--- src/mipsLite_defs.svh ---
`ifndef MIPSLITE_DEFS_SVH
`define MIPSLITE_DEFS_SVH

////////////////////
// opcodes
////////////////////

// R-type shares one opcode, funct picks the op
`define opcodeR     6'b000000
`define opcodeORI   6'b001101
`define opcodeLW    6'b100011
`define opcodeSW    6'b101011
`define opcodeBEQ   6'b000100
`define opcodeLUI   6'b001111
`define opcodeJAL   6'b000011
`define opcodeJ     6'b000010

// funct field of R-type
`define functADDU   6'b100001
`define functSUBU   6'b100011
`define functSLL    6'b000000
`define functJR     6'b001000

////////////////////
// alu and sl codes
////////////////////

// zero is left free, unknown decodes give a zero result
`define aluAdd      8'h01
`define aluSub      8'h02
`define aluSll      8'h03
`define aluOr       8'h04
`define aluEq       8'h05

// only whole-word accesses here
`define slword      3'b001

////////////////////
// sizing
////////////////////

// data memory words, power of two
`define dataDepth   64
// first pc after reset
`define resetPc     32'h00003000

`endif

--- src/isaPkg.sv ---
package isaPkg;

	// basic datum, also pc and addresses
	typedef logic [31:0] word;

	// register number
	typedef logic [4:0] regAddr;

	// instruction fields
	typedef logic [5:0] opcodeT;
	typedef logic [5:0] functT;

	// alu select, see alu codes in the defs header
	typedef logic [7:0] aluCtrlT;

	// extender mode
	// 00 zero, 01 sign, 10 upper half
	typedef logic [1:0] extCtrlT;

	// load/store width code
	typedef logic [2:0] slCtrlT;

	// destination select
	// 00 rd, 01 rt, 10 link register
	typedef logic [1:0] a3SelT;

endpackage

--- src/instrIntake.sv ---
`timescale 1ns/1ps

module instrIntake import isaPkg::*; (
	input logic clk,
	input logic arstN,
	input logic inValid,
	output logic inReady,
	input word inInstr,
	input word inPc,
	output logic issueValid,
	input logic issueReady,
	output word issueInstr,
	output word issuePc
);

	logic full;
	// goes high one edge after reset lifts
	logic live;
	logic accept;

	// free slot, or the held entry leaves this cycle
	assign inReady = live && (!full || issueReady);
	assign accept = inValid && inReady;
	assign issueValid = full;

	always_ff @(posedge clk or negedge arstN)
	begin
		if (!arstN)
		begin
			full <= 1'b0;
			live <= 1'b0;
		end
		else
		begin
			live <= 1'b1;
			if (accept)
				full <= 1'b1;
			else if (issueReady)
				full <= 1'b0;
		end
	end

	// instr and pc always move as a pair
	always_ff @(posedge clk)
	begin
		if (accept)
		begin
			issueInstr <= inInstr;
			issuePc <= inPc;
		end
	end

endmodule

--- config.mk ---
export PLATFORM = sky130hd
export DESIGN_NAME = instrIntake
export DESIGN_NICKNAME = d
export VERILOG_FILES = /design/src/mipsLite_defs.svh /design/src/isaPkg.sv /design/src/instrIntake.sv
export SDC_FILE = /design/constraint.sdc
export NUM_CORES = 1
export LEC_CHECK = 0
export ABC_AREA = 1
export BUFFER_PORTS_ARGS = -buffer_cell sky130_fd_sc_hd__buf_4
export CAP_MARGIN = 20
export CORE_ASPECT_RATIO = 1.2
export CORE_UTILIZATION = 37
export DETAILED_ROUTE_END_ITERATION = 10
export GPL_ROUTABILITY_DRIVEN = 1
export HOLD_SLACK_MARGIN = 0.02
export PLACE_DENSITY = 0.75
export SLEW_MARGIN = 20
export SYNTH_ARGS = -nofsm -noshare
export SYNTH_HDL_FRONTEND = slang
export SYNTH_SLANG_ARGS = --single-unit
export TNS_END_PERCENT = 30
--- constraint.sdc ---
create_clock -name clk -period 2.92 [get_ports clk]
set_clock_uncertainty 0.2 [all_clocks]
set_input_delay 0 -clock clk [delete_from_list [all_inputs] [get_ports clk]]
set_output_delay 0 -clock clk [all_outputs]
set_load 0.02 [all_outputs]
Yosys cells after proc, flatten, opt, wreduce, memory -nomap -nowiden
Index checks and enable logic that the tools add are counted.
- bits in registers: 66
- input bits: 68
- output and inout bits: 66
- logic and storage cells: 11
- multiplexer cells: 2
- reduce and logical (&&, ||, !) cells: 5
- operators with widths (operator ; number):
    1-bit logical AND ; 2
    1-bit two-way mux ; 2
    2-bit nonzero test ; 1
    1-bit logical NOT ; 1
    1-bit logical OR ; 1

Logic depth before layout (Yosys ltp)
- word-level depth: 5
- gate-level depth with buffers: 4
- depth with buffers taken out: 4

Least setup slack after synthesis
OpenSTA, ideal clock, no wires.
- path type: register to register
- start: register full, in the netlist issueValid
- end: register issueInstr[0], enable pin
- setup time: 0.435 ns
- data arrival time: 2.250 ns
- data required time: 2.285 ns
- slack: 0.036 ns
- stages on the path, launching flop included: 4
- path buffers: 0
- clock period less this slack: 2.884 ns
- path through: dfrtp_1 > nand2_2 > nand2_2 > nor2_2
- word-level cells in the longest chain between the ends: 4
- ends and longest elaborated chain (item ; RTL line ; RTL):
    start, declared ; instrIntake.sv:16 ; logic full;
    start signal, assigned ; instrIntake.sv:30 ; full <= 1'b0;
    start signal, assigned ; instrIntake.sv:37 ; full <= 1'b1;
    start signal, assigned ; instrIntake.sv:39 ; full <= 1'b0;
    1-bit logical NOT ; instrIntake.sv:22 ; assign inReady = live && (!full || issueReady);
    1-bit logical OR ; instrIntake.sv:22 ;
    1-bit logical AND ; instrIntake.sv:22 ;
    1-bit logical AND ; instrIntake.sv:23 ; assign accept = inValid && inReady;
    net accept ; instrIntake.sv:19 ; logic accept;
    end signal, assigned ; instrIntake.sv:48 ; issueInstr <= inInstr;
    end, declared ; instrIntake.sv:12 ; output word issueInstr,
The timed path passes the listed nets, and every way through them passes these cells.
A chain may end at the register's enable or synchronous reset.

Worst setup path in the final report
- start: register full, in the netlist issueValid
- end: register issuePc[18], enable pin
- word-level cells in the longest chain between the ends: 4
- ends and longest elaborated chain (item ; RTL line ; RTL):
    1-bit logical NOT ; instrIntake.sv:22 ;
    1-bit logical OR ; instrIntake.sv:22 ;
    1-bit logical AND ; instrIntake.sv:22 ;
    1-bit logical AND ; instrIntake.sv:23 ;
    net accept ; instrIntake.sv:19 ;
    end signal, assigned ; instrIntake.sv:49 ; issuePc <= inPc;
    end, declared ; instrIntake.sv:13 ; output word issuePc
The timed path passes the listed nets, and every way through them passes these cells.

==> out/results.ini <==
[synthesis]
synth.area.mux_share=0
synth_nets=143
synth_cell_types=7
synthesis.area_sq_um=2010
syn_inst=75
ys_seq_elements=66
ys_warn_count=0
synth_xor_area_frac=0
syn_avg_cell_area_sq_um=26.9
synth_top_family_by_area=simple AND/OR/NAND/NOR gates
synthAdderAreaFrac=0
ys_seq_area_frac=0.979
synth_compound_area_frac=0.00248
synth-simple-area-share=0.00932

[pwr]
max-vdd-ir-drop_uv=603
leakagePower_uw=0.00168
power-per-cell-area_nw_per_um2=522

[clock_network]
worstSkewPairLatency_ns=0.33
cts_num_sinks=66
numCtsBuffers=9
cts_resized=0
cts.reportedPaths.clkPinSlew_ns=0.07
cts_root_buf=clkbuf_8
cts_tree=yes
htree_num_levels=3
cts_buffer_depth=2

[critical_path]
worst_path_max_delay_cell=nor2_4
required_ns=2.74
startpoint_type=flip-flop
endpoint_kind=flip-flop
cp.buffers_inverters=1
criticalPathCategory=flip-flop to flip-flop
critical_path.top_delay_family=simple AND/OR/NAND/NOR gates
crit_arrival_ns=1.74
path_max_fanout=46
path_cells=nand2_2 > nand2_2 > nor2_4 > buf_12
crit_top_cell=nand2_2
cpPeakStageDelay_ns=0.45

[placement]
gp_congestion=0.709
io_buffers=133
place_area_sq_um=3120
placed_cells=271
dp.final_hpwl_microns=2980

[global_route]
grt_overflow=0
gr-usage-all-layers=0.199
antenna_found_initial=0
grt_max_degree=47
grt_pass1_wl_microns=8180
grt_pass1_vias=1597

[timing]
tns_ns=0
hold_violations=0
timing.final.crit_share=0.658
fin_crit_ns=1.92
setup_viol=0
slew_viol_final=0
rsz0062_at_grt=no
tightestPinTransition_ns=0.566
relSlewSlack=0.622
fmax_mhz=520

[detailed_routing]
vias=1510
wl_per_cell_microns=15.5
drc=0
antenna_left=0
firstDrtPassIters=4
drt_iter0_drc=120
drt-vias-per-instance=4.25
drt-total-wl_microns=5510

[cells_and_area]
area_growth_pct=97.5
drive_above_1_share=0.502
fin_cells=355
fin_util=0.756
nets=357
num_antenna_cells=0
stdcell_area_sq_um=3980

[floorplanning]
dieArea_sq_um=5740
dieHeight_microns=82.8
ioPinCount=134
chipWidth_microns=69.4
row_count=29
core_area_sq_um=5260
initial_core_util=0.383

[status]
status=finished, final reports clean

[flow_run]
drv_cap=0

[hold_path]
hold_path.class=primary input to flip-flop

[Yosys cell counts (all sizes together)]
master  number  area [sq um]
o21ai        1          5.00
inv          4          15.0
edfxtp      64          1920
nor2         1          6.26
nand2        2          12.5
dfrtp        2          50.1
conb         1          3.75
[metal layers]
metal  vias to the layer above  share of wire  global-route usage
li1                        716              -                   -
met1                       700           0.35               0.192
met2                        83           0.55               0.358
met3                        11          0.082              0.0850
met4                         0          0.022              0.0928
met5                         -              0                   0
[registers in the layout, summed over array words and instances, names as in the netlist]
name and count:
issueValid 1, live 1, issueInstr 32, issuePc 32
[cells in the final DEF, fill, tap and decap left out]
master         Yosys  layout
buf_12             0       1
buf_4              0     133
bufinv_16          0       1
clkbuf_8           0       9
clkinv_1           0       5
conb_1             1       1
dfrtp_1            2       2
dlygate4sd3_1      0      69
edfxtp_1          64      64
inv_1              4       4
nand2_2            2       2
nor2_4             0       1
o21ai_1            1       1
[power breakdown]
part           switching (uW)  total (uW)  leakage, uW  internal [uW]
Sequential               12.5        1100     0.000619           1090
Combinational             118         284     0.000972            166
Clock                     318         693    0.0000867            375
[worst register-to-register path, stage by stage (launching register included)]
cell,delay [ns]
dfrtp_1,0.41
nand2_2,0.10
nand2_2,0.09
nor2_4,0.45
buf_12,0.33
[area by class of cell]
| class | count | area [sq um] |
|---|---|---|
| multi-input combinational | 5 | 32.5 |
| clock inverter | 6 | 48.8 |
| clock buffer | 9 | 124 |
| sequential | 66 | 1970 |
| timing repair buffer | 203 | 1710 |
| inverter | 4 | 15.0 |
| fill | 293 | 1280 |
| tap | 62 | 77.6 |
[per-stage QoR]
stage          hold slack (ns)  total power [uW]  setup slack (ns)
3_5_place_dp            -0.415              1320              1.08
4_1_cts                  0.164              2080              1.05
3_3_place_gp            -0.417              1320              1.14
6_report                 0.181              2080             0.998
5_1_grt                  0.168              2140             0.913
2_1_floorplan           -0.496              1190            0.0356
[worst paths after layout]
kind,from,end,slack (ns),cells after the start
worst max-delay path,issueValid,issuePc[18],1.0,4
worst min-delay path,inInstr[25],issueInstr[25],0.18,2
worst max register to register,issueValid,issuePc[18],1.0,4
worst min register to register,live,issueInstr[12],0.66,2
max in group asynchronous,arstN,issueValid,2.03,3
min in group asynchronous,arstN,live,0.34,3
[cells by family (layout without fill, tap and decap cells)]
group,after synthesis,after routing
compound gates,1,1
buf+inv,4,222
flops,66,66
other cells,1,1
simple gates,3,3
[timing repair]
action,in CTS,in global routing
hold buffers,69,0
setup buffers,0,0
endpoints found under the hold margin,85,0
endpoints found under the setup margin,0,0
Power figures use the tool's default switching activity.
