--- config.mk ---
export PLATFORM = sky130hd
export DESIGN_NAME = commitOut
export DESIGN_NICKNAME = d
export VERILOG_FILES = /design/src/mipsLite_defs.svh /design/src/isaPkg.sv /design/src/commitOut.sv
export SDC_FILE = /design/constraint.sdc
export NUM_CORES = 1
export LEC_CHECK = 0
export BUFFER_PORTS_ARGS = -buffer_cell sky130_fd_sc_hd__buf_2
export CAP_MARGIN = 5
export CORE_AREA = 2 2 132 134
export DETAILED_ROUTE_END_ITERATION = 6
export DIE_AREA = 0 0 134 136
export PLACE_DENSITY = 0.63
export SETUP_SLACK_MARGIN = 0.02
export SLEW_MARGIN = 10
export SYNTH_ARGS = -nofsm -noshare
export SYNTH_HDL_FRONTEND = slang
export SYNTH_SLANG_ARGS = --single-unit
--- constraint.sdc ---
create_clock -name clk -period 6.4 [get_ports clk]
set_input_delay 0.32 -clock clk [delete_from_list [all_inputs] [get_ports clk]]
set_output_delay 0.32 -clock clk [all_outputs]
set_load 0.1 [all_outputs]
--- src/mipsLite_defs.svh ---
`ifndef MIPSLITE_DEFS_SVH
`define MIPSLITE_DEFS_SVH

////////////////////
// opcodes
////////////////////

// R-type shares one opcode, funct picks the op
`define opcodeR     6'b000000
`define opcodeORI   6'b001101
`define opcodeLW    6'b100011
`define opcodeSW    6'b101011
`define opcodeBEQ   6'b000100
`define opcodeLUI   6'b001111
`define opcodeJAL   6'b000011
`define opcodeJ     6'b000010

// funct field of R-type
`define functADDU   6'b100001
`define functSUBU   6'b100011
`define functSLL    6'b000000
`define functJR     6'b001000

////////////////////
// alu and sl codes
////////////////////

// zero is left free, unknown decodes give a zero result
`define aluAdd      8'h01
`define aluSub      8'h02
`define aluSll      8'h03
`define aluOr       8'h04
`define aluEq       8'h05

// only whole-word accesses here
`define slword      3'b001

////////////////////
// sizing
////////////////////

// data memory words, power of two
`define dataDepth   64
// first pc after reset
`define resetPc     32'h00003000

`endif

--- src/isaPkg.sv ---
package isaPkg;

	// basic datum, also pc and addresses
	typedef logic [31:0] word;

	// register number
	typedef logic [4:0] regAddr;

	// instruction fields
	typedef logic [5:0] opcodeT;
	typedef logic [5:0] functT;

	// alu select, see alu codes in the defs header
	typedef logic [7:0] aluCtrlT;

	// extender mode
	// 00 zero, 01 sign, 10 upper half
	typedef logic [1:0] extCtrlT;

	// load/store width code
	typedef logic [2:0] slCtrlT;

	// destination select
	// 00 rd, 01 rt, 10 link register
	typedef logic [1:0] a3SelT;

endpackage

--- src/commitOut.sv ---
`timescale 1ns/1ps

module commitOut import isaPkg::*; (
	input logic clk,
	input logic arstN,
	input logic commitValid,
	output logic commitReady,
	input word commitPc,
	input word commitNextPc,
	input logic commitRegWe,
	input regAddr commitWrReg,
	input word commitWrData,
	input logic commitMemWe,
	input word commitMemAddr,
	input word commitMemData,
	output logic outValid,
	input logic outReady,
	output word outPc,
	output word outNextPc,
	output logic outRegWe,
	output regAddr outWrReg,
	output word outWrData,
	output logic outMemWe,
	output word outMemAddr,
	output word outMemData
);

	logic load;

	// empty, or draining this cycle
	assign commitReady = !outValid || outReady;
	assign load = commitValid && commitReady;

	always_ff @(posedge clk or negedge arstN)
	begin
		if (!arstN)
			outValid <= 1'b0;
		else if (load)
			outValid <= 1'b1;
		else if (outReady)
			outValid <= 1'b0;
	end

	// record frozen while outside stalls
	always_ff @(posedge clk)
	begin
		if (load)
		begin
			outPc <= commitPc;
			outNextPc <= commitNextPc;
			outRegWe <= commitRegWe;
			outWrReg <= commitWrReg;
			outWrData <= commitWrData;
			outMemWe <= commitMemWe;
			outMemAddr <= commitMemAddr;
			outMemData <= commitMemData;
		end
	end

endmodule

* Word-level counts from Yosys, hierarchy flattened
Index checks and enable logic that the tools add are counted.
** Word-level totals
- Flip-flop bits (word level) :: 168
- Bits of input ports :: 171
- Output and inout port bits :: 169
- Word-level logic and storage cells :: 15
** Cells by class
- Multiplexer cells :: 2
- Reduce and logical (&&, ||, !) cells :: 4
** Operators with widths (number)
- 1-bit two-way mux :: 2
- 2-bit nonzero test :: 1
- 1-bit logical AND :: 1
- 1-bit zero test :: 1
- 1-bit logical OR :: 1

* Logic depth before layout (Yosys ltp)
Gate-level depths: netlist of run 1.
- Depth after elaboration :: 4
- Gate-level depth with buffers :: 2
- Mapped depth without buffers :: 2

* Least setup slack after synthesis of run 1
Ideal clock, no wire load.
- Kind :: flip-flop to flip-flop
- Start point :: register outValid
- End point :: register outMemAddr[0], enable pin
- Library setup time :: 0.412 ns
- Arrival :: 2.496 ns
- Required time :: 5.988 ns
- Path slack :: 3.493 ns
- Cell stages (with the launch flop) :: 3
- Path buffers :: 0
- Clock period less this slack :: 2.907 ns
- Path through :: dfrtp_1 > nand2b_4 > and2_4
** Between the ends
- Longest elaborated chain between the ends :: 3
** Ends and longest elaborated chain
- start, declared :: RTL line commitOut.sv:16 : output logic outValid,
- start signal, assigned :: RTL line commitOut.sv:37 : outValid <= 1'b0;
- start signal, assigned :: RTL line commitOut.sv:39 : outValid <= 1'b1;
- start signal, assigned :: RTL line commitOut.sv:41 : outValid <= 1'b0;
- 1-bit zero test :: RTL line commitOut.sv:31 : assign commitReady = !outValid || outReady;
- 1-bit logical OR :: RTL line commitOut.sv:31
- via commitReady :: RTL line commitOut.sv:7 : output logic commitReady,
- 1-bit logical AND :: RTL line commitOut.sv:32 : assign load = commitValid && commitReady;
- via load :: RTL line commitOut.sv:28 : logic load;
- end signal, assigned :: RTL line commitOut.sv:55 : outMemAddr <= commitMemAddr;
- end, declared :: RTL line commitOut.sv:24 : output word outMemAddr,
The timed path passes the listed nets, and every way through them passes these cells.
A chain may end at the register's enable or synchronous reset.

* Final worst setup path of run 1
- Start point :: register outValid
- End point :: register outNextPc[8], enable pin
** Between the ends
- Longest elaborated chain between the ends :: 3
** Ends and longest elaborated chain
- 1-bit zero test :: RTL line commitOut.sv:31
- 1-bit logical OR :: RTL line commitOut.sv:31
- 1-bit logical AND :: RTL line commitOut.sv:32
- via load :: RTL line commitOut.sv:28
- end signal, assigned :: RTL line commitOut.sv:50 : outNextPc <= commitNextPc;
- end, declared :: RTL line commitOut.sv:19 : output word outNextPc,
The timed path passes the listed nets, and every way through them passes these cells.

==> results.md, run 1 <==
* Sw frac at 0.3193
* Synth top cells by count: 167 x edfxtp_1, 1 x and2_4, 1 x dfrtp_1, 1 x nand2b_1, 1 x nand2b_4
* WL/cell at 15.38 um
* Final setup fails at 0
* Critical path arrival at 2780 ps
* Worst min path class: in2reg
* Max-Cap Viols at 0
* Core Footprint at 0.01688 mm^2
* Crit path cell chain: nand2b_4, and2_4, buf_4
* R2r startpoint: outValid
* Initial Util at 0.3003
* Max_slew headroom at 0.2772
* Design Area, Final at 0.007642 mm^2
* Area Growth Syn to Fin at 50.78%
* Yosys warns at 0
* Critical path type: reg2reg
* Die span in y at 136 um
* Clock-pin slew on the worst setup and hold paths at 70 ps
* First-pass GRT wire length at 16.71 mm
* Leakage at 0.003222 uW
* I/O pin count at 340
* Final nets at 702
* Switching power at 908.9 uW
* Post-DRT Antenna Nets at 0
* Fin. Hold Viols at 0
* Async set-reset flop share out of synthesis at 0.005952
* CTS Sinks at 168
* Critical Path End: outNextPc[8]
* Slowest cell on the critical path: buf_4
* Syn Std Cell Area at 0.005069 mm^2
* RSZ-0062 raised after global routing: no
* Chip Width at 134 um
* Setup slack, reg-to-reg at 3650 ps
* Final wirelength at 11.83 mm
* Post-synth top area share at 0.9894
* Crit Path Max Fanout at 85
* Fmax at 363.4 MHz
* Syn Nets at 342
* Seq/Total Area, Yosys at 0.9943
* Power density cells at 372.4 mW/mm^2
* Initial antenna violation count at 2
* Worst slew pin tran at 1084 ps
* Htree depth at 4
* Syn_area_per_cell at 29.64 um^2
* Critical Path Sink Type: flop
* Slew Viols, Final at 0
* Detailed-route via count at 3,100
* Clock Tree Root: clkbuf_16
* Worst setup path start: outValid
* Final worst-path cycle share at 0.4299
* Die area at 0.01822 mm^2
* Peak VDD IR at 158.1 uV
* Hold Path Origin: commitWrData[13]
* Combinational share of power at 0.195
* Placed Area at 0.007054 mm^2
* Rows at 48
* Setup_tns at 0 ps
* Buf/Inv on CP at 1
* Cells after synthesis at 171
* Vias in the first global route at 3,263
* DR iter-0 viols at 156
* Cell variety after synth at 5
* Largest cells by area after synthesis: edfxtp_1 99%, dfrtp_1 0.49%, nand2b_4 0.27%
* Internal power at 1937 uW
* Maximum clock path buffer count at 2
* Post-synth EDFFs at 167
* Routability Congestion at 0.7496
* Largest stage delay on the critical path at 920 ps
* Reg power frac at 0.456
* Startpoint types: flop
* CTS tree: yes
* WP depth at 3
* Setup bufs post-CTS at 0
* Share of layout cells above drive strength 1 at 0.6838
* CP top delay family: buffers and inverters
* Ant. Diodes at 0
* FF+latch count, synth at 168
* Final min period at 2751 ps
* Worst path required time at 6430 ps
* Worst Reg-to-Reg Cells at 3
* Drt drc at 0
* CTS Buf Count at 17
* Skew final at 8.329 ps
* Grt ovf at 0
* Synth area leader: edfxtp_1
* IO buf count at 339
* Status: finished clean
* Clock Power Share at 0.349
* Most common cell in the netlist: edfxtp_1
* Drt first pass iters at 4
* Clock Latency Late Sink at 410 ps
* Crit Reg-Reg Endpoint: outNextPc[8]
* Largest net degree at the start of global routing at 86
* Global Route Usage Sum at 0.1246
* Post-synth top flop: edfxtp_1
* Vias per std cell at 4.031
metal layers:
metal  vias up  wire length (um)  GRT usage
li1       1414                 -          -
met1      1460              4286     0.1341
met2       210              5997     0.2071
met3        12              1388    0.06376
met4         4               124    0.05319
met5         -                30          0
through the flow:
| step | hold slack (ps) | cells | utilization | worst slack (ps) | total power [uW] |
|---|---|---|---|---|---|
| after global placement | 99.30 | 736 | 0.4180 | 3673 | 1877 |
| final | 81.03 | 769 | 0.4528 | 3649 | 2846 |
| after floorplan | 24.41 | 171 | - | 3493 | 1766 |
| after global routing | 50.21 | 769 | 0.4528 | 3408 | 2943 |
| after detailed placement | 97.99 | 736 | 0.4180 | 3583 | 1882 |
| after CTS | 52.61 | 769 | 0.4528 | 3607 | 2883 |
what timing repair did:
action,in CTS,in global routing
endpoints found under the hold margin,1,0
hold buffers,1,0
gates resized for setup,0,0
final cells by class:
class | instances | area (um^2)
Sequential cell | 168 | 5040
Clock buffer | 19 | 432.9
Tap cell | 225 | 281.5
Clock inverter | 13 | 145.1
Fill cell | 1520 | 9234
Multi-Input combinational cell | 3 | 28.78
Timing Repair Buffer | 341 | 1714
cells in the final DEF (no fill, tap or decap):
master,count
dlygate4sd3_1,1
clkinv_4,1
clkinvlp_4,6
clkbuf_1,2
buf_4,1
clkinv_2,1
nand2b_4,1
dfrtp_1,1
buf_2,339
edfxtp_1,167
nand2b_1,1
bufinv_16,2
inv_6,3
clkbuf_16,17
and2_4,1
kinds of logic (layout without fill, tap and decap cells):
| family | after synthesis | in the layout | synth area share |
|---|---|---|---|
| simple gates | 3 | 3 | 0.005678 |
| buf+inv | 0 | 373 | 0 |
| flops | 168 | 168 | 0.9943 |
sequential cells by signal, indices dropped and copies added, names as in the netlist:
signal,flops
outNextPc,32
outRegWe,1
outPc,32
outMemWe,1
outWrData,32
outWrReg,5
outValid,1
outMemAddr,32
outMemData,32
power by group through the flow:
| stage | Combinational [uW] | Sequential (uW) | Clock [uW] |
|---|---|---|---|
| floorplan | 24.1 | 1740 | 0 |
| global placement | 556 | 1320 | 0 |
| detailed placement | 559 | 1320 | 0 |
| CTS | 560 | 1300 | 1020 |
| global route | 571 | 1300 | 1070 |
| finish | 555 | 1300 | 992 |
how the worst min path moves through the flow:
stage                                end  depth (start not counted)  slack [ps]
after floorplan                 outValid                          0          20
after global placement          outValid                          1         100
after detailed placement        outValid                          1         100
after CTS                    outWrReg[2]                          1          50
after global routing      outMemData[30]                          1          50
final                      outWrData[13]                          1          80
Note: power is estimated with default switching activity, not from simulation.
==> run 2, diff against run 1 <==
clock period = 2.6 ns   (was 6.4 ns; I/O delays follow)
==> run 2 against run 1 <==
- the flow now stops in clock tree synthesis (4_1_cts)
- area after synthesis unchanged
- synthesized cell count unchanged
==> results.md, run 2 <==
* Cells after synthesis at 171 (unchanged)
* Die span in y at 136 um (unchanged)
* Synth top cells by count: 167 x edfxtp_1, 1 x and2_4, 1 x dfrtp_1, 1 x nand2b_1, 1 x nand2b_4 (unchanged)
* Main combinational cell family by area after synthesis: simple AND/OR/NAND/NOR gates (unchanged)
* Syn Nets at 342 (unchanged)
* Cell variety after synth at 5 (unchanged)
* Err: [ERROR RSZ-0060] Max buffer count reached.
* Dpl hpwl at 9.404 mm
* Post-Synth Adder-Cell Area at 0 (unchanged)
* Rows at 48 (unchanged)
* Synth Area in Simple Gates at 0.005678 (unchanged)
* Routability Congestion at 0.7542 (was 0.7496)
* Initial Util at 0.3003 (unchanged)
* Mux contribution to synthesized area at 0 (unchanged)
* Post-synth EDFFs at 167 (unchanged)
* Yosys warns at 0 (unchanged)
* Maximum clock path buffer count at 2 (unchanged)
* FF+latch count, synth at 168 (unchanged)
* Post-synth top flop: edfxtp_1 (unchanged)
* Most common cell in the netlist: edfxtp_1 (unchanged)
* Post-synth top area share at 0.9894 (unchanged)
* Seq/Total Area, Yosys at 0.9943 (unchanged)
* Syn_area_per_cell at 29.64 um^2 (unchanged)
* Synth Area in Compound Gates at 0 (unchanged)
* Chip Width at 134 um (unchanged)
* Post-CTS sizing at 0 (unchanged)
* I/O pin count at 340 (unchanged)
* Failing step: clock tree synthesis (4_1_cts)
* Largest cells by area after synthesis: edfxtp_1 99%, dfrtp_1 0.49%, nand2b_4 0.27% (unchanged)
* Pre-CTS setup slack at 825.1 ps (was 3583 ps)
* IO buf count at 339 (unchanged)
* CTS Sinks at 168 (unchanged)
* Setup bufs post-CTS at 0 (unchanged)
* Htree depth at 4 (unchanged)
* Clock Tree Root: clkbuf_16 (unchanged)
* Synth area leader: edfxtp_1 (unchanged)
* Async set-reset flop share out of synthesis at 0.005952 (unchanged)
* Syn Std Cell Area at 0.005069 mm^2 (unchanged)
* Xor/xnor cell area share of the yosys netlist at 0 (unchanged)
* Status: did not finish (was finished clean)
* Hold-fix buffers, CTS at 156 (was 1)
* CTS Buf Count at 17 (unchanged)
-- run 2: logic make-up after synthesis --
family and after synthesis:
DFF 168, and+or+nand+nor 3
-- run 2: metrics by stage --
stage / instance area, um^2 / cells / TNS (ps) / util
global placement: 7143 / 744 / 0 / 0.4233
detailed placement: 7143 / 744 / 0 / 0.4233
floorplan: 5072 / 171 / -6886 / -
==> run 3, diff against run 2 <==
CORE_AREA = unset   (was 2 2 132 134)
CORE_MARGIN = 2   (was unset)
CORE_UTILIZATION = 30   (was unset)
DIE_AREA = unset   (was 0 0 134 136)
PLACE_DENSITY = unset   (was 0.63)
PLACE_DENSITY_LB_ADDON = 0.15   (was unset)
SETUP_SLACK_MARGIN = unset   (was 0.02)
==> run 3 against run 2 <==
- the flow again stops in clock tree synthesis (4_1_cts)
- synthesized cell count is the same
- area after synthesis did not move
==> results.md, run 3 <==
* Status: did not finish (unchanged)
* Failing step: clock tree synthesis (4_1_cts) (unchanged)
* Err: [ERROR RSZ-0060] Max buffer count reached. (unchanged)
* Clock Tree Root: clkbuf_16 (unchanged)
* FF+latch count, synth at 168 (unchanged)
* Initial Util at 0.3067 (was 0.3003)
* Post-synth top area share at 0.9894 (unchanged)
* CTS Buf Count at 17 (unchanged)
* Pre-CTS setup slack at 848.7 ps (was 825.1 ps)
* Synth top cells by count: 167 x edfxtp_1, 1 x and2_4, 1 x dfrtp_1, 1 x nand2b_1, 1 x nand2b_4 (unchanged)
* Post-synth EDFFs at 167 (unchanged)
* Largest cells by area after synthesis: edfxtp_1 99%, dfrtp_1 0.49%, nand2b_4 0.27% (unchanged)
* IO buf count at 339 (unchanged)
* Most common cell in the netlist: edfxtp_1 (unchanged)
* CTS Sinks at 168 (unchanged)
* Cells after synthesis at 171 (unchanged)
* Dpl hpwl at 10.07 mm (was 9.404 mm)
* Syn_area_per_cell at 29.64 um^2 (unchanged)
* Cell variety after synth at 5 (unchanged)
* Setup bufs post-CTS at 0 (unchanged)
* Async set-reset flop share out of synthesis at 0.005952 (unchanged)
* Rows at 47 (was 48)
* Hold-fix buffers, CTS at 155 (was 156)
* Routability Congestion at 0.8100 (was 0.7542)
* I/O pin count at 340 (unchanged)
* Post-synth top flop: edfxtp_1 (unchanged)
* Syn Nets at 342 (unchanged)
* Post-CTS sizing at 0 (unchanged)
* Synth area leader: edfxtp_1 (unchanged)
* Die span in y at 134.0 um (was 136 um)
* Yosys warns at 0 (unchanged)
* Seq/Total Area, Yosys at 0.9943 (unchanged)
* Maximum clock path buffer count at 2 (unchanged)
* Htree depth at 4 (unchanged)
* Syn Std Cell Area at 0.005069 mm^2 (unchanged)
* Chip Width at 134.0 um (was 134 um)
==> run 3: cell counts after synthesis <==
No cell type changed its count.
==> run 3: logic make-up after synthesis <==
family / after synthesis / synth area share
flip-flops: 168 / 0.9943
AND/OR/NAND/NOR: 3 / 0.005678
==> run 3: per-stage QoR <==
step | cells | hold slack, ps | instance area [um^2] | util
after floorplan | 171 | -165.6 | 5072 | -
after global placement | 739 | -92.67 | 7174 | 0.4342
after detailed placement | 739 | -92.24 | 7174 | 0.4342
