===== src/mipsLite_defs.svh =====
`ifndef MIPSLITE_DEFS_SVH
`define MIPSLITE_DEFS_SVH

////////////////////
// opcodes
////////////////////

// R-type shares one opcode, funct picks the op
`define opcodeR     6'b000000
`define opcodeORI   6'b001101
`define opcodeLW    6'b100011
`define opcodeSW    6'b101011
`define opcodeBEQ   6'b000100
`define opcodeLUI   6'b001111
`define opcodeJAL   6'b000011
`define opcodeJ     6'b000010

// funct field of R-type
`define functADDU   6'b100001
`define functSUBU   6'b100011
`define functSLL    6'b000000
`define functJR     6'b001000

////////////////////
// alu and sl codes
////////////////////

// zero is left free, unknown decodes give a zero result
`define aluAdd      8'h01
`define aluSub      8'h02
`define aluSll      8'h03
`define aluOr       8'h04
`define aluEq       8'h05

// only whole-word accesses here
`define slword      3'b001

////////////////////
// sizing
////////////////////

// data memory words, power of two
`define dataDepth   64
// first pc after reset
`define resetPc     32'h00003000

`endif


===== src/isaPkg.sv =====
package isaPkg;

	// basic datum, also pc and addresses
	typedef logic [31:0] word;

	// register number
	typedef logic [4:0] regAddr;

	// instruction fields
	typedef logic [5:0] opcodeT;
	typedef logic [5:0] functT;

	// alu select, see alu codes in the defs header
	typedef logic [7:0] aluCtrlT;

	// extender mode
	// 00 zero, 01 sign, 10 upper half
	typedef logic [1:0] extCtrlT;

	// load/store width code
	typedef logic [2:0] slCtrlT;

	// destination select
	// 00 rd, 01 rt, 10 link register
	typedef logic [1:0] a3SelT;

endpackage


===== src/corePkg.sv =====
package corePkg;

	// execute stage condition
	// execWait when a result sits ready but commit is full
	typedef enum logic
	{
		execIdle,
		execWait
	} execStateT;

endpackage


===== src/mainController.sv =====
`timescale 1ns/1ps
`include "mipsLite_defs.svh"

module mainController import isaPkg::*; (
	input opcodeT Opcode,
	input functT Funct,
	output logic IsBr,
	output logic Jump,
	output logic JType,
	output logic DImmSel,
	output a3SelT A3Sel,
	output logic ALUBSel,
	output logic EResultSel,
	output logic DMWE,
	output logic DataWBSel,
	output logic RegWE,
	output extCtrlT EXTCtrl,
	output aluCtrlT ALUCtrl,
	output slCtrlT SLCtrl
);

	// flag bits, msb first
	// isBr jump jType dImm a3Sel aluB eRes dmWe dataWb regWe ext
	logic [12:0] flags;
	aluCtrlT aluSel;
	slCtrlT slSel;

	assign {IsBr, Jump, JType, DImmSel, A3Sel, ALUBSel, EResultSel,
		DMWE, DataWBSel, RegWE, EXTCtrl} = flags;
	assign ALUCtrl = aluSel;
	assign SLCtrl = slSel;

	always_comb
	begin
		// anything not listed decodes as a no-op
		flags = '0;
		aluSel = '0;
		slSel = '0;
		case (Opcode)
			`opcodeR:
			begin
				case (Funct)
					`functADDU:
					begin
						flags = 13'b0_0_0_0_00_0_0_0_0_1_00;
						aluSel = `aluAdd;
					end
					`functSUBU:
					begin
						flags = 13'b0_0_0_0_00_0_0_0_0_1_00;
						aluSel = `aluSub;
					end
					`functSLL:
					begin
						flags = 13'b0_0_0_0_00_0_0_0_0_1_00;
						aluSel = `aluSll;
					end
					// register jump, target comes from rs
					`functJR:
						flags = 13'b0_1_0_0_00_0_0_0_0_0_00;
					default:
						flags = '0;
				endcase
			end
			`opcodeORI:
			begin
				flags = 13'b0_0_0_0_01_1_0_0_0_1_00;
				aluSel = `aluOr;
			end
			`opcodeLW:
			begin
				flags = 13'b0_0_0_0_01_1_0_0_1_1_01;
				aluSel = `aluAdd;
				slSel = `slword;
			end
			`opcodeSW:
			begin
				flags = 13'b0_0_0_0_00_1_0_1_0_0_01;
				aluSel = `aluAdd;
				slSel = `slword;
			end
			`opcodeBEQ:
			begin
				flags = 13'b1_0_0_0_00_0_0_0_0_0_00;
				aluSel = `aluEq;
			end
			// upper immediate goes straight through the extender
			`opcodeLUI:
				flags = 13'b0_0_0_0_01_1_1_0_0_1_10;
			// link value pc+4 into r31
			`opcodeJAL:
				flags = 13'b0_1_1_1_10_0_1_0_0_1_00;
			`opcodeJ:
				flags = 13'b0_1_1_0_00_0_0_0_0_0_00;
			default:
				flags = '0;
		endcase
	end

endmodule


===== src/execCore.sv =====
`timescale 1ns/1ps
`include "mipsLite_defs.svh"

module execCore import isaPkg::*, corePkg::*; (
	input logic clk,
	input logic arstN,
	input logic issueValid,
	output logic issueReady,
	input word issueInstr,
	input word issuePc,
	output logic commitValid,
	input logic commitReady,
	output word commitPc,
	output word commitNextPc,
	output logic commitRegWe,
	output regAddr commitWrReg,
	output word commitWrData,
	output logic commitMemWe,
	output word commitMemAddr,
	output word commitMemData
);

	localparam int memIdxW = $clog2(`dataDepth);

	execStateT execState;
	logic execValid, handoff;
	word exInstr, exPc;
	word rf [32];
	word dmem [`dataDepth];
	logic isBr, jump, jType, dImmSel, aluBSel, eResultSel, dmWe, dataWbSel, regWe;
	a3SelT a3Sel;
	extCtrlT extCtrl;
	aluCtrlT aluCtrl;
	slCtrlT slCtrl;
	word rsVal, rtVal, extOut, aluB, aluResult, pcPlus4, eResult, memRdData, wbData, nextPc;
	regAddr wrReg;
	logic [memIdxW-1:0] memIdx;
	logic memWe;

	mainController u_mainController (
		.Opcode(exInstr[31:26]), .Funct(exInstr[5:0]),
		.IsBr(isBr), .Jump(jump), .JType(jType), .DImmSel(dImmSel),
		.A3Sel(a3Sel), .ALUBSel(aluBSel), .EResultSel(eResultSel), .DMWE(dmWe),
		.DataWBSel(dataWbSel), .RegWE(regWe), .EXTCtrl(extCtrl),
		.ALUCtrl(aluCtrl), .SLCtrl(slCtrl)
	);

	////////////////////
	// stage handshake
	////////////////////

	// a blocked result keeps the stage closed until commit frees up
	assign issueReady = (execState == execWait) ? commitReady : (!execValid || commitReady);
	assign commitValid = execValid;
	assign handoff = execValid && commitReady;

	always_ff @(posedge clk or negedge arstN)
	begin
		if (!arstN)
		begin
			execValid <= 1'b0;
			execState <= execIdle;
			exInstr <= '0;
			exPc <= `resetPc;
		end
		else
		begin
			execState <= (execValid && !commitReady) ? execWait : execIdle;
			if (issueReady)
				execValid <= issueValid;
			if (issueValid && issueReady)
			begin
				exInstr <= issueInstr;
				exPc <= issuePc;
			end
		end
	end

	////////////////////
	// datapath
	////////////////////

	assign rsVal = rf[exInstr[25:21]];
	assign rtVal = rf[exInstr[20:16]];
	assign pcPlus4 = exPc + 32'd4;

	always_comb
	begin
		case (extCtrl)
			2'b00: extOut = {16'b0, exInstr[15:0]};
			2'b01: extOut = {{16{exInstr[15]}}, exInstr[15:0]};
			2'b10: extOut = {exInstr[15:0], 16'b0};
			default: extOut = '0;
		endcase
	end

	assign aluB = aluBSel ? extOut : rtVal;

	always_comb
	begin
		case (aluCtrl)
			`aluAdd: aluResult = rsVal + aluB;
			`aluSub: aluResult = rsVal - aluB;
			// shift amount from the shamt field
			`aluSll: aluResult = aluB << exInstr[10:6];
			`aluOr: aluResult = rsVal | aluB;
			`aluEq: aluResult = {31'b0, rsVal == aluB};
			default: aluResult = '0;
		endcase
	end

	// link value or extender output, then over the alu
	assign eResult = eResultSel ? (dImmSel ? pcPlus4 : extOut) : aluResult;
	assign memIdx = aluResult[memIdxW+1:2];
	assign memRdData = (slCtrl == `slword) ? dmem[memIdx] : '0;
	assign memWe = dmWe && (slCtrl == `slword);
	assign wbData = dataWbSel ? memRdData : eResult;

	always_comb
	begin
		case (a3Sel)
			2'b00: wrReg = exInstr[15:11];
			2'b01: wrReg = exInstr[20:16];
			2'b10: wrReg = 5'd31;
			default: wrReg = '0;
		endcase
	end

	// no delay slot, targets are relative to pc+4
	always_comb
	begin
		if (isBr && aluResult[0])
			nextPc = pcPlus4 + {{14{exInstr[15]}}, exInstr[15:0], 2'b00};
		else if (jump && jType)
			nextPc = {pcPlus4[31:28], exInstr[25:0], 2'b00};
		else if (jump)
			nextPc = rsVal;
		else
			nextPc = pcPlus4;
	end

	////////////////////
	// state updates
	////////////////////

	// writes land only when commit takes the record
	always_ff @(posedge clk or negedge arstN)
	begin
		if (!arstN)
		begin
			for (int i = 0; i < 32; i++)
				rf[i] <= '0;
		end
		else if (handoff && regWe && wrReg != 5'd0)
			rf[wrReg] <= wbData;
	end

	always_ff @(posedge clk)
	begin
		if (handoff && memWe)
			dmem[memIdx] <= rtVal;
	end

	assign commitPc = exPc;
	assign commitNextPc = nextPc;
	assign commitRegWe = regWe;
	assign commitWrReg = wrReg;
	assign commitWrData = wbData;
	assign commitMemWe = memWe;
	assign commitMemAddr = aluResult;
	assign commitMemData = rtVal;

endmodule


===== config.mk =====
export PLATFORM = sky130hd
export DESIGN_NAME = execCore
export DESIGN_NICKNAME = d
export VERILOG_FILES = /design/src/isaPkg.sv /design/src/corePkg.sv /design/src/mainController.sv /design/src/execCore.sv
export VERILOG_INCLUDE_DIRS = /design/src
export SDC_FILE = /design/constraint.sdc
export NUM_CORES = 2
export LEC_CHECK = 0
export BUFFER_PORTS_ARGS = -buffer_cell sky130_fd_sc_hd__buf_4
export CAP_MARGIN = 20
export CELL_PAD_IN_SITES_DETAIL_PLACEMENT = 0
export CELL_PAD_IN_SITES_GLOBAL_PLACEMENT = 1
export CORE_MARGIN = 4
export CORE_UTILIZATION = 50
export DETAILED_ROUTE_END_ITERATION = 8
export HOLD_SLACK_MARGIN = 0.12
export PLACE_DENSITY = 0.81
export SETUP_SLACK_MARGIN = 0.15
export SYNTH_ARGS = -nofsm -noshare
export SYNTH_HDL_FRONTEND = slang
export SYNTH_SLANG_ARGS = --single-unit
export TNS_END_PERCENT = 30

===== constraint.sdc =====
create_clock -name clk -period 13.68 [get_ports clk]
set_clock_uncertainty 0.1 [all_clocks]
set_input_delay 2.052 -clock clk [delete_from_list [all_inputs] [get_ports clk]]
set_output_delay 2.052 -clock clk [all_outputs]
set_load 0.01 [all_outputs]

Word-level counts from Yosys, hierarchy flattened
Memories as Yosys holds them, arrays and structs flattened.
Index checks and enable logic that the tools add are counted.
Widths: inputs -> output; s select.
Storage, ports and cells
  bits of input ports: 68
  memory bits (writable): 2048
  register bits: 1090
  memories: 1
Memories
  dmem: words 64, bits a word 32, rd ports 1, clocked after memory_dff 0, wr ports 1, RTL line execCore.sv:29  | word dmem [`dataDepth];
Operators by class
  bitwise gates (word level): 4
  order comparisons: 4
  equal/unequal tests: 21
  shift operators: 1
  reduce and logical (&&, ||, !) cells: 20
  muxes and demuxes: 29
  add/sub/neg operators: 4
Operators with widths (count)
  $bwmux 1024: 1
  $mux 32: 13
  $bmux 32 s5: 2
  $demux 32 s5: 1
  $pmux 32 s5: 1
  $pmux 13 s8: 1
  $pmux 32 s3: 1
  $add 32x32->32: 2
  $add 32x3->32 const B: 1
  $eq 32x32->1: 1
  $or 32x32->32: 1
  $pmux 8 s4: 1
  $shl 32x5->32: 1
  $sub 32x32->32: 1
  $eq 6x6->1 const B: 4
  $pmux 12 s2: 1
  $eq 6x4->1 const B: 3
  $ge 6x6->1 const B: 3
  $not 5->6: 3
  $eq 8x2->1 const B: 2
  $eq 8x3->1 const B: 2
  $pmux 5 s3: 1
  $eq 6x2->1 const B: 2
  $logic_not 6->1: 2
  15 further kinds: 32

Longest topological paths before layout
An unclocked memory read counts as a cell.
  word-level depth: 13
  gate-level depth with buffers: 35

Hierarchy
From an unflattened synthesis, not the netlist that was laid out.
Second synthesis, totals
  cells, all modules: 11437
  area, all modules: 148548.7 um^2
By module, submodules not included
  execCore: instances 1, area each 148209.6 um^2, cells each 11390, seq. area each 88777.6 um^2
  mainController: instances 1, area each 339.1 um^2, cells each 47, seq. area each 0.0 um^2

Worst setup path before layout
Ideal clock, no wire load.
  path kind: register to output
  start: register exInstr[17]
  end: output port commitWrData[15]
  cell stages (with the launch flop): 29
  path slack: 1.159 ns
  required time: 11.528 ns
  arrival: 10.369 ns
  cells stage by stage: dfrtp_1 -> buf_4 -> buf_4 -> mux2i_1 -> a22oi_1 -> a21oi_1 -> nor4_1 -> a22oi_1 -> fa_1 -> a21o_1 -> a21oi_1 -> xnor2_1 -> a221o_1 -> a31oi_1 -> o31a_1 -> and2_1 -> buf_6 -> buf_4 -> buf_2 -> buf_4 -> buf_4 -> buf_4 -> nand2_1 -> a21oi_1 -> o22ai_1 -> a2111o_1 -> o41a_1 -> buf_6 -> inv_1
Between the ends
  cells in the longest elaborated chain, start to end: 10
  elaborated cells between the ends (all ways): 14
  classes of those cells: add/sub: 2; shift: 1; mux: 8; bitwise: 2; memory: 1
RTL lines
  start, declared: RTL line execCore.sv:27  | word exInstr, exPc;
  start signal, assigned: RTL line execCore.sv:73  | exInstr <= issueInstr;
  $not 5->6 (not written as such) (*): RTL line execCore.sv:84  | assign rtVal = rf[exInstr[20:16]];
  $bmux 32 s5 (*): RTL line execCore.sv:84
  $mux 32 (not written as such) (*) (2 in series): RTL line execCore.sv:84
  net commitMemData[1]: RTL line execCore.sv:20  | output word commitMemData
  $mux 32 (*): RTL line execCore.sv:97  | assign aluB = aluBSel ? extOut : rtVal;
  $sub 32x32->32, or another cell as far along: RTL line execCore.sv:103  | `aluSub: aluResult = rsVal - aluB;
  $pmux 32 s5 (*): RTL line execCore.sv:101  | case (aluCtrl)
  $mem_v2 64x32
  $mux 32: RTL line execCore.sv:115  | assign memRdData = (slCtrl == `slword) ? dmem[memIdx] : '0;
  $mux 32 (*): RTL line execCore.sv:117  | assign wbData = dataWbSel ? memRdData : eResult;
  end, declared: RTL line execCore.sv:17  | output word commitWrData,
Mark *: on every way through the listed nets, which the timed path passes. The rest lies on a longest branch. The select of a mux whose other input is x is not followed.

Worst setup path after layout
  start: register exInstr[16]
  end: output port commitWrData[20]
Between the ends
  cells in the longest elaborated chain, start to end: 10
  elaborated cells between the ends (all ways): 14
  classes of those cells: add/sub: 2; shift: 1; mux: 8; bitwise: 2; memory: 1
RTL lines (RTL line)
  $not 5->6 (not written as such) (*): execCore.sv:84
  $bmux 32 s5 (*): execCore.sv:84
  $mux 32 (not written as such) (*) (2 in series): execCore.sv:84
  $mux 32 (*): execCore.sv:97
  $sub 32x32->32, or another cell as far along: execCore.sv:103
  $pmux 32 s5 (*): execCore.sv:101
  $mem_v2 64x32
  $mux 32: execCore.sv:115
  $mux 32 (*): execCore.sv:117
Every way passes the cells marked *; elsewhere a longest branch is shown, timed or not. The select of a mux whose other input is x is not followed.

==> flow_summary.json <==
{
  "critPathTopFamily": "simple AND/OR/NAND/NOR gates",
  "cts-root-buf": "clkbuf_16",
  "maxSlewHeadroom": 0.0881,
  "crit_arrival_ns": 11.24,
  "post_cts_resized": 0,
  "grt_overflow": 0,
  "layout.nets": 12081,
  "clockBufferDepth": 4,
  "core_area_sq_um": 289000,
  "critPathMaxStageDelay_ns": 0.98,
  "ys_types": 91,
  "status": "finished, final reports clean",
  "min_period_ns": 13.39,
  "async_reset_ff_frac": 0.347,
  "r2r_slack_ns": 2.54,
  "antenna_found_initial": 30,
  "finalSetupTns_ns": 0,
  "grt_pass1_vias": 104167,
  "worstMarginPinSlew_ns": 1.37,
  "yosysSeqAreaShare": 0.610,
  "insertion_delay_ns": 0.99,
  "drv_cap": 0,
  "slew_viol_final": 0,
  "post_cts_buffers": 0,
  "final_common_cell": "nand2_1",
  "cp_slowest_cell": "dfrtp_4",
  "rows": 197,
  "finalSetupViolations": 0,
  "first_iter_violations": 17703,
  "grt_start_max_net_pins": 208,
  "irDropWorstVdd_uv": 154,
  "r2r_cells": 25,
  "start_util": 0.504,
  "postPlaceCellArea_sq_um": 153000,
  "path_buf_inv": 9,
  "final_cell_mix": "2092 x nand2_1, 2048 x edfxtp_1, 1079 x dfrtp_1",
  "dp_hpwl_um": 360000,
  "drt-total-wl_um": 562000,
  "critPathLaunchType": "flop",
  "grt_setup_unrepaired": "false",
  "crit_type": "reg2out",
  "grt_pass1_wl_um": 785000,
  "min_path_cells": 0,
  "hold_ws_ns": 0.295,
  "syn_nets": 12026,
  "viasPerCell": 6.79,
  "clk_pin_slew_worst_paths_ns": 0.06,
  "fillers": 23137,
  "tritoncts": "done",
  "place_congestion": 0.978,
  "syn_to_final_growth_pct": 12.9,
  "fp.dieW_um": 548,
  "min_from": "rf[1004]$_DFFE_PN0P_",
  "wire_per_inst_um": 35.0,
  "yosys-top-cells-area": "edfxtp_1 42%, dfrtp_1 19%, mux4_2 8.2%",
  "period_share": 0.979,
  "vias": 109075,
  "crit_path_end_kind": "primary output",
  "layout-drive-gt1-share": 0.178,
  "hp-class": "reg2reg",
  "final_area_sq_um": 164000,
  "crit-reg2reg-launch": "exInstr[16]$_DFFE_PN0P_",
  "finalPower_uw": 28100,
  "timing.rr.end": "dmem[35][11]$_DFFE_PP_",
  "worstPathRequired_ns": 11.53,
  "syn_area_sq_um": 146000,
  "cts_buffers": 329,
  "hold_buffers": 0,
  "die_h_um": 548,
  "synth_enable_flop_cells": 2048,
  "synthCells": 11824,
  "grtUsageTotal": 0.365,
  "synth-main-ff-cell": "edfxtp_1",
  "die-area_sq_um": 300000,
  "fmax_mhz": 74.7,
  "syn-mean-instance-area_sq_um": 12.3,
  "hold_viol_final": 0,
  "min_to": "rf[1004]$_DFFE_PN0P_",
  "yosysTopAreaCell": "edfxtp_1",
  "synth_top_area_frac": 0.422,
  "ant_nets": 0,
  "power.density_nw_per_um2": 171,
  "cellLeakagePower_uw": 0.0620,
  "drc": 0,
  "cp_max_fo": 207,
  "firstDrtPassIters": 9,
  "clock_sink_count": 3138,
  "synth-seq-cells": 3138,
  "yosys_warnings": 0,
  "place.port_buffers": 236,
  "io_pins": 237,
  "htree_levels": 5
}
## worst max-delay path by stage
stage | from | end | slack (ns) | cells after the start
2_1_floorplan | exInstr[17]$_DFFE_PN0P_ | commitWrData[15] | 1.16 | 28
3_3_place_gp | exInstr[16]$_DFFE_PN0P_ | commitWrData[20] | 1.16 | 28
3_5_place_dp | exInstr[16]$_DFFE_PN0P_ | commitWrData[20] | 1.67 | 29
4_1_cts | exInstr[16]$_DFFE_PN0P_ | commitWrData[16] | 0.69 | 29
5_1_grt | exInstr[16]$_DFFE_PN0P_ | commitWrData[20] | 0.18 | 29
6_report | exInstr[16]$_DFFE_PN0P_ | commitWrData[20] | 0.29 | 29
## cell type report
cell class | count | area (sq um) | share of cell area
Timing Repair Buffer | 711 | 5790 | 0.0352
Tap cell | 3880 | 4850 | 0.0295
Antenna cell | 22 | 55.1 | 0.000335
Inverter | 165 | 661 | 0.00402
Multi-Input combinational cell | 7534 | 53100 | 0.323
Clock buffer | 431 | 9000 | 0.0548
Clock inverter | 173 | 2120 | 0.0129
Sequential cell | 3138 | 88800 | 0.540
## through the flow
stage          cells  utilization  setup WS (ns)
2_1_floorplan  11824            -           1.16
3_3_place_gp   15405        0.529           1.16
3_5_place_dp   15419        0.530           1.67
4_1_cts        16023        0.568          0.692
5_1_grt        16033        0.569          0.178
6_report       16054        0.569          0.291
## logic make-up after synthesis
group / Yosys count / synth area share
fa+ha+maj: 134 / 0.0117
xor+xnor: 62 / 0.00373
simple gates: 3638 / 0.106
compound gates: 2644 / 0.115
buf+inv: 1152 / 0.0345
mux: 1056 / 0.120
flops: 3138 / 0.610
## synthesized netlist by cell type (60+ instances only)
cell type / count
nor2_1: 658
a31oi_1: 192
nand2_1: 2104
nor3_1: 83
mux2_2: 167
a311oi_1: 88
buf_2: 189
o21ai_0: 744
a22oi_1: 133
dfrtp_1: 1088
inv_1: 157
o22ai_1: 95
a21oi_1: 636
nand3_1: 393
and3_1: 211
buf_4: 75
ha_1: 131
a32oi_1: 60
edfxtp_1: 2048
buf_1: 116
mux4_2: 529
mux2i_1: 360
a211oi_1: 201
clkbuf_1: 583
## state kept, by name (all words and copies together), names as in the netlist
signal,cells
commitValid,1
commitPc,32
execState,1
exInstr,32
dmem,2048
rf,1024
## where the power goes
part,switching [uW],internal [uW],total [uW]
Clock,3880,5390,9270
Sequential,264,10800,11100
Combinational,5670,2070,7740
## per-layer routing
metal | track usage | routed length (um) | part of all wire | vias up
li1 | - | - | - | 44391
met4 | 0.251 | 47000 | 0.084 | 18
met1 | 0.468 | 195000 | 0.35 | 54548
met3 | 0.103 | 73600 | 0.13 | 1860
met2 | 0.540 | 246000 | 0.44 | 8258
met5 | 0.000633 | 120 | 0.00021 | -
Note: power is estimated with default switching activity, not from simulation.
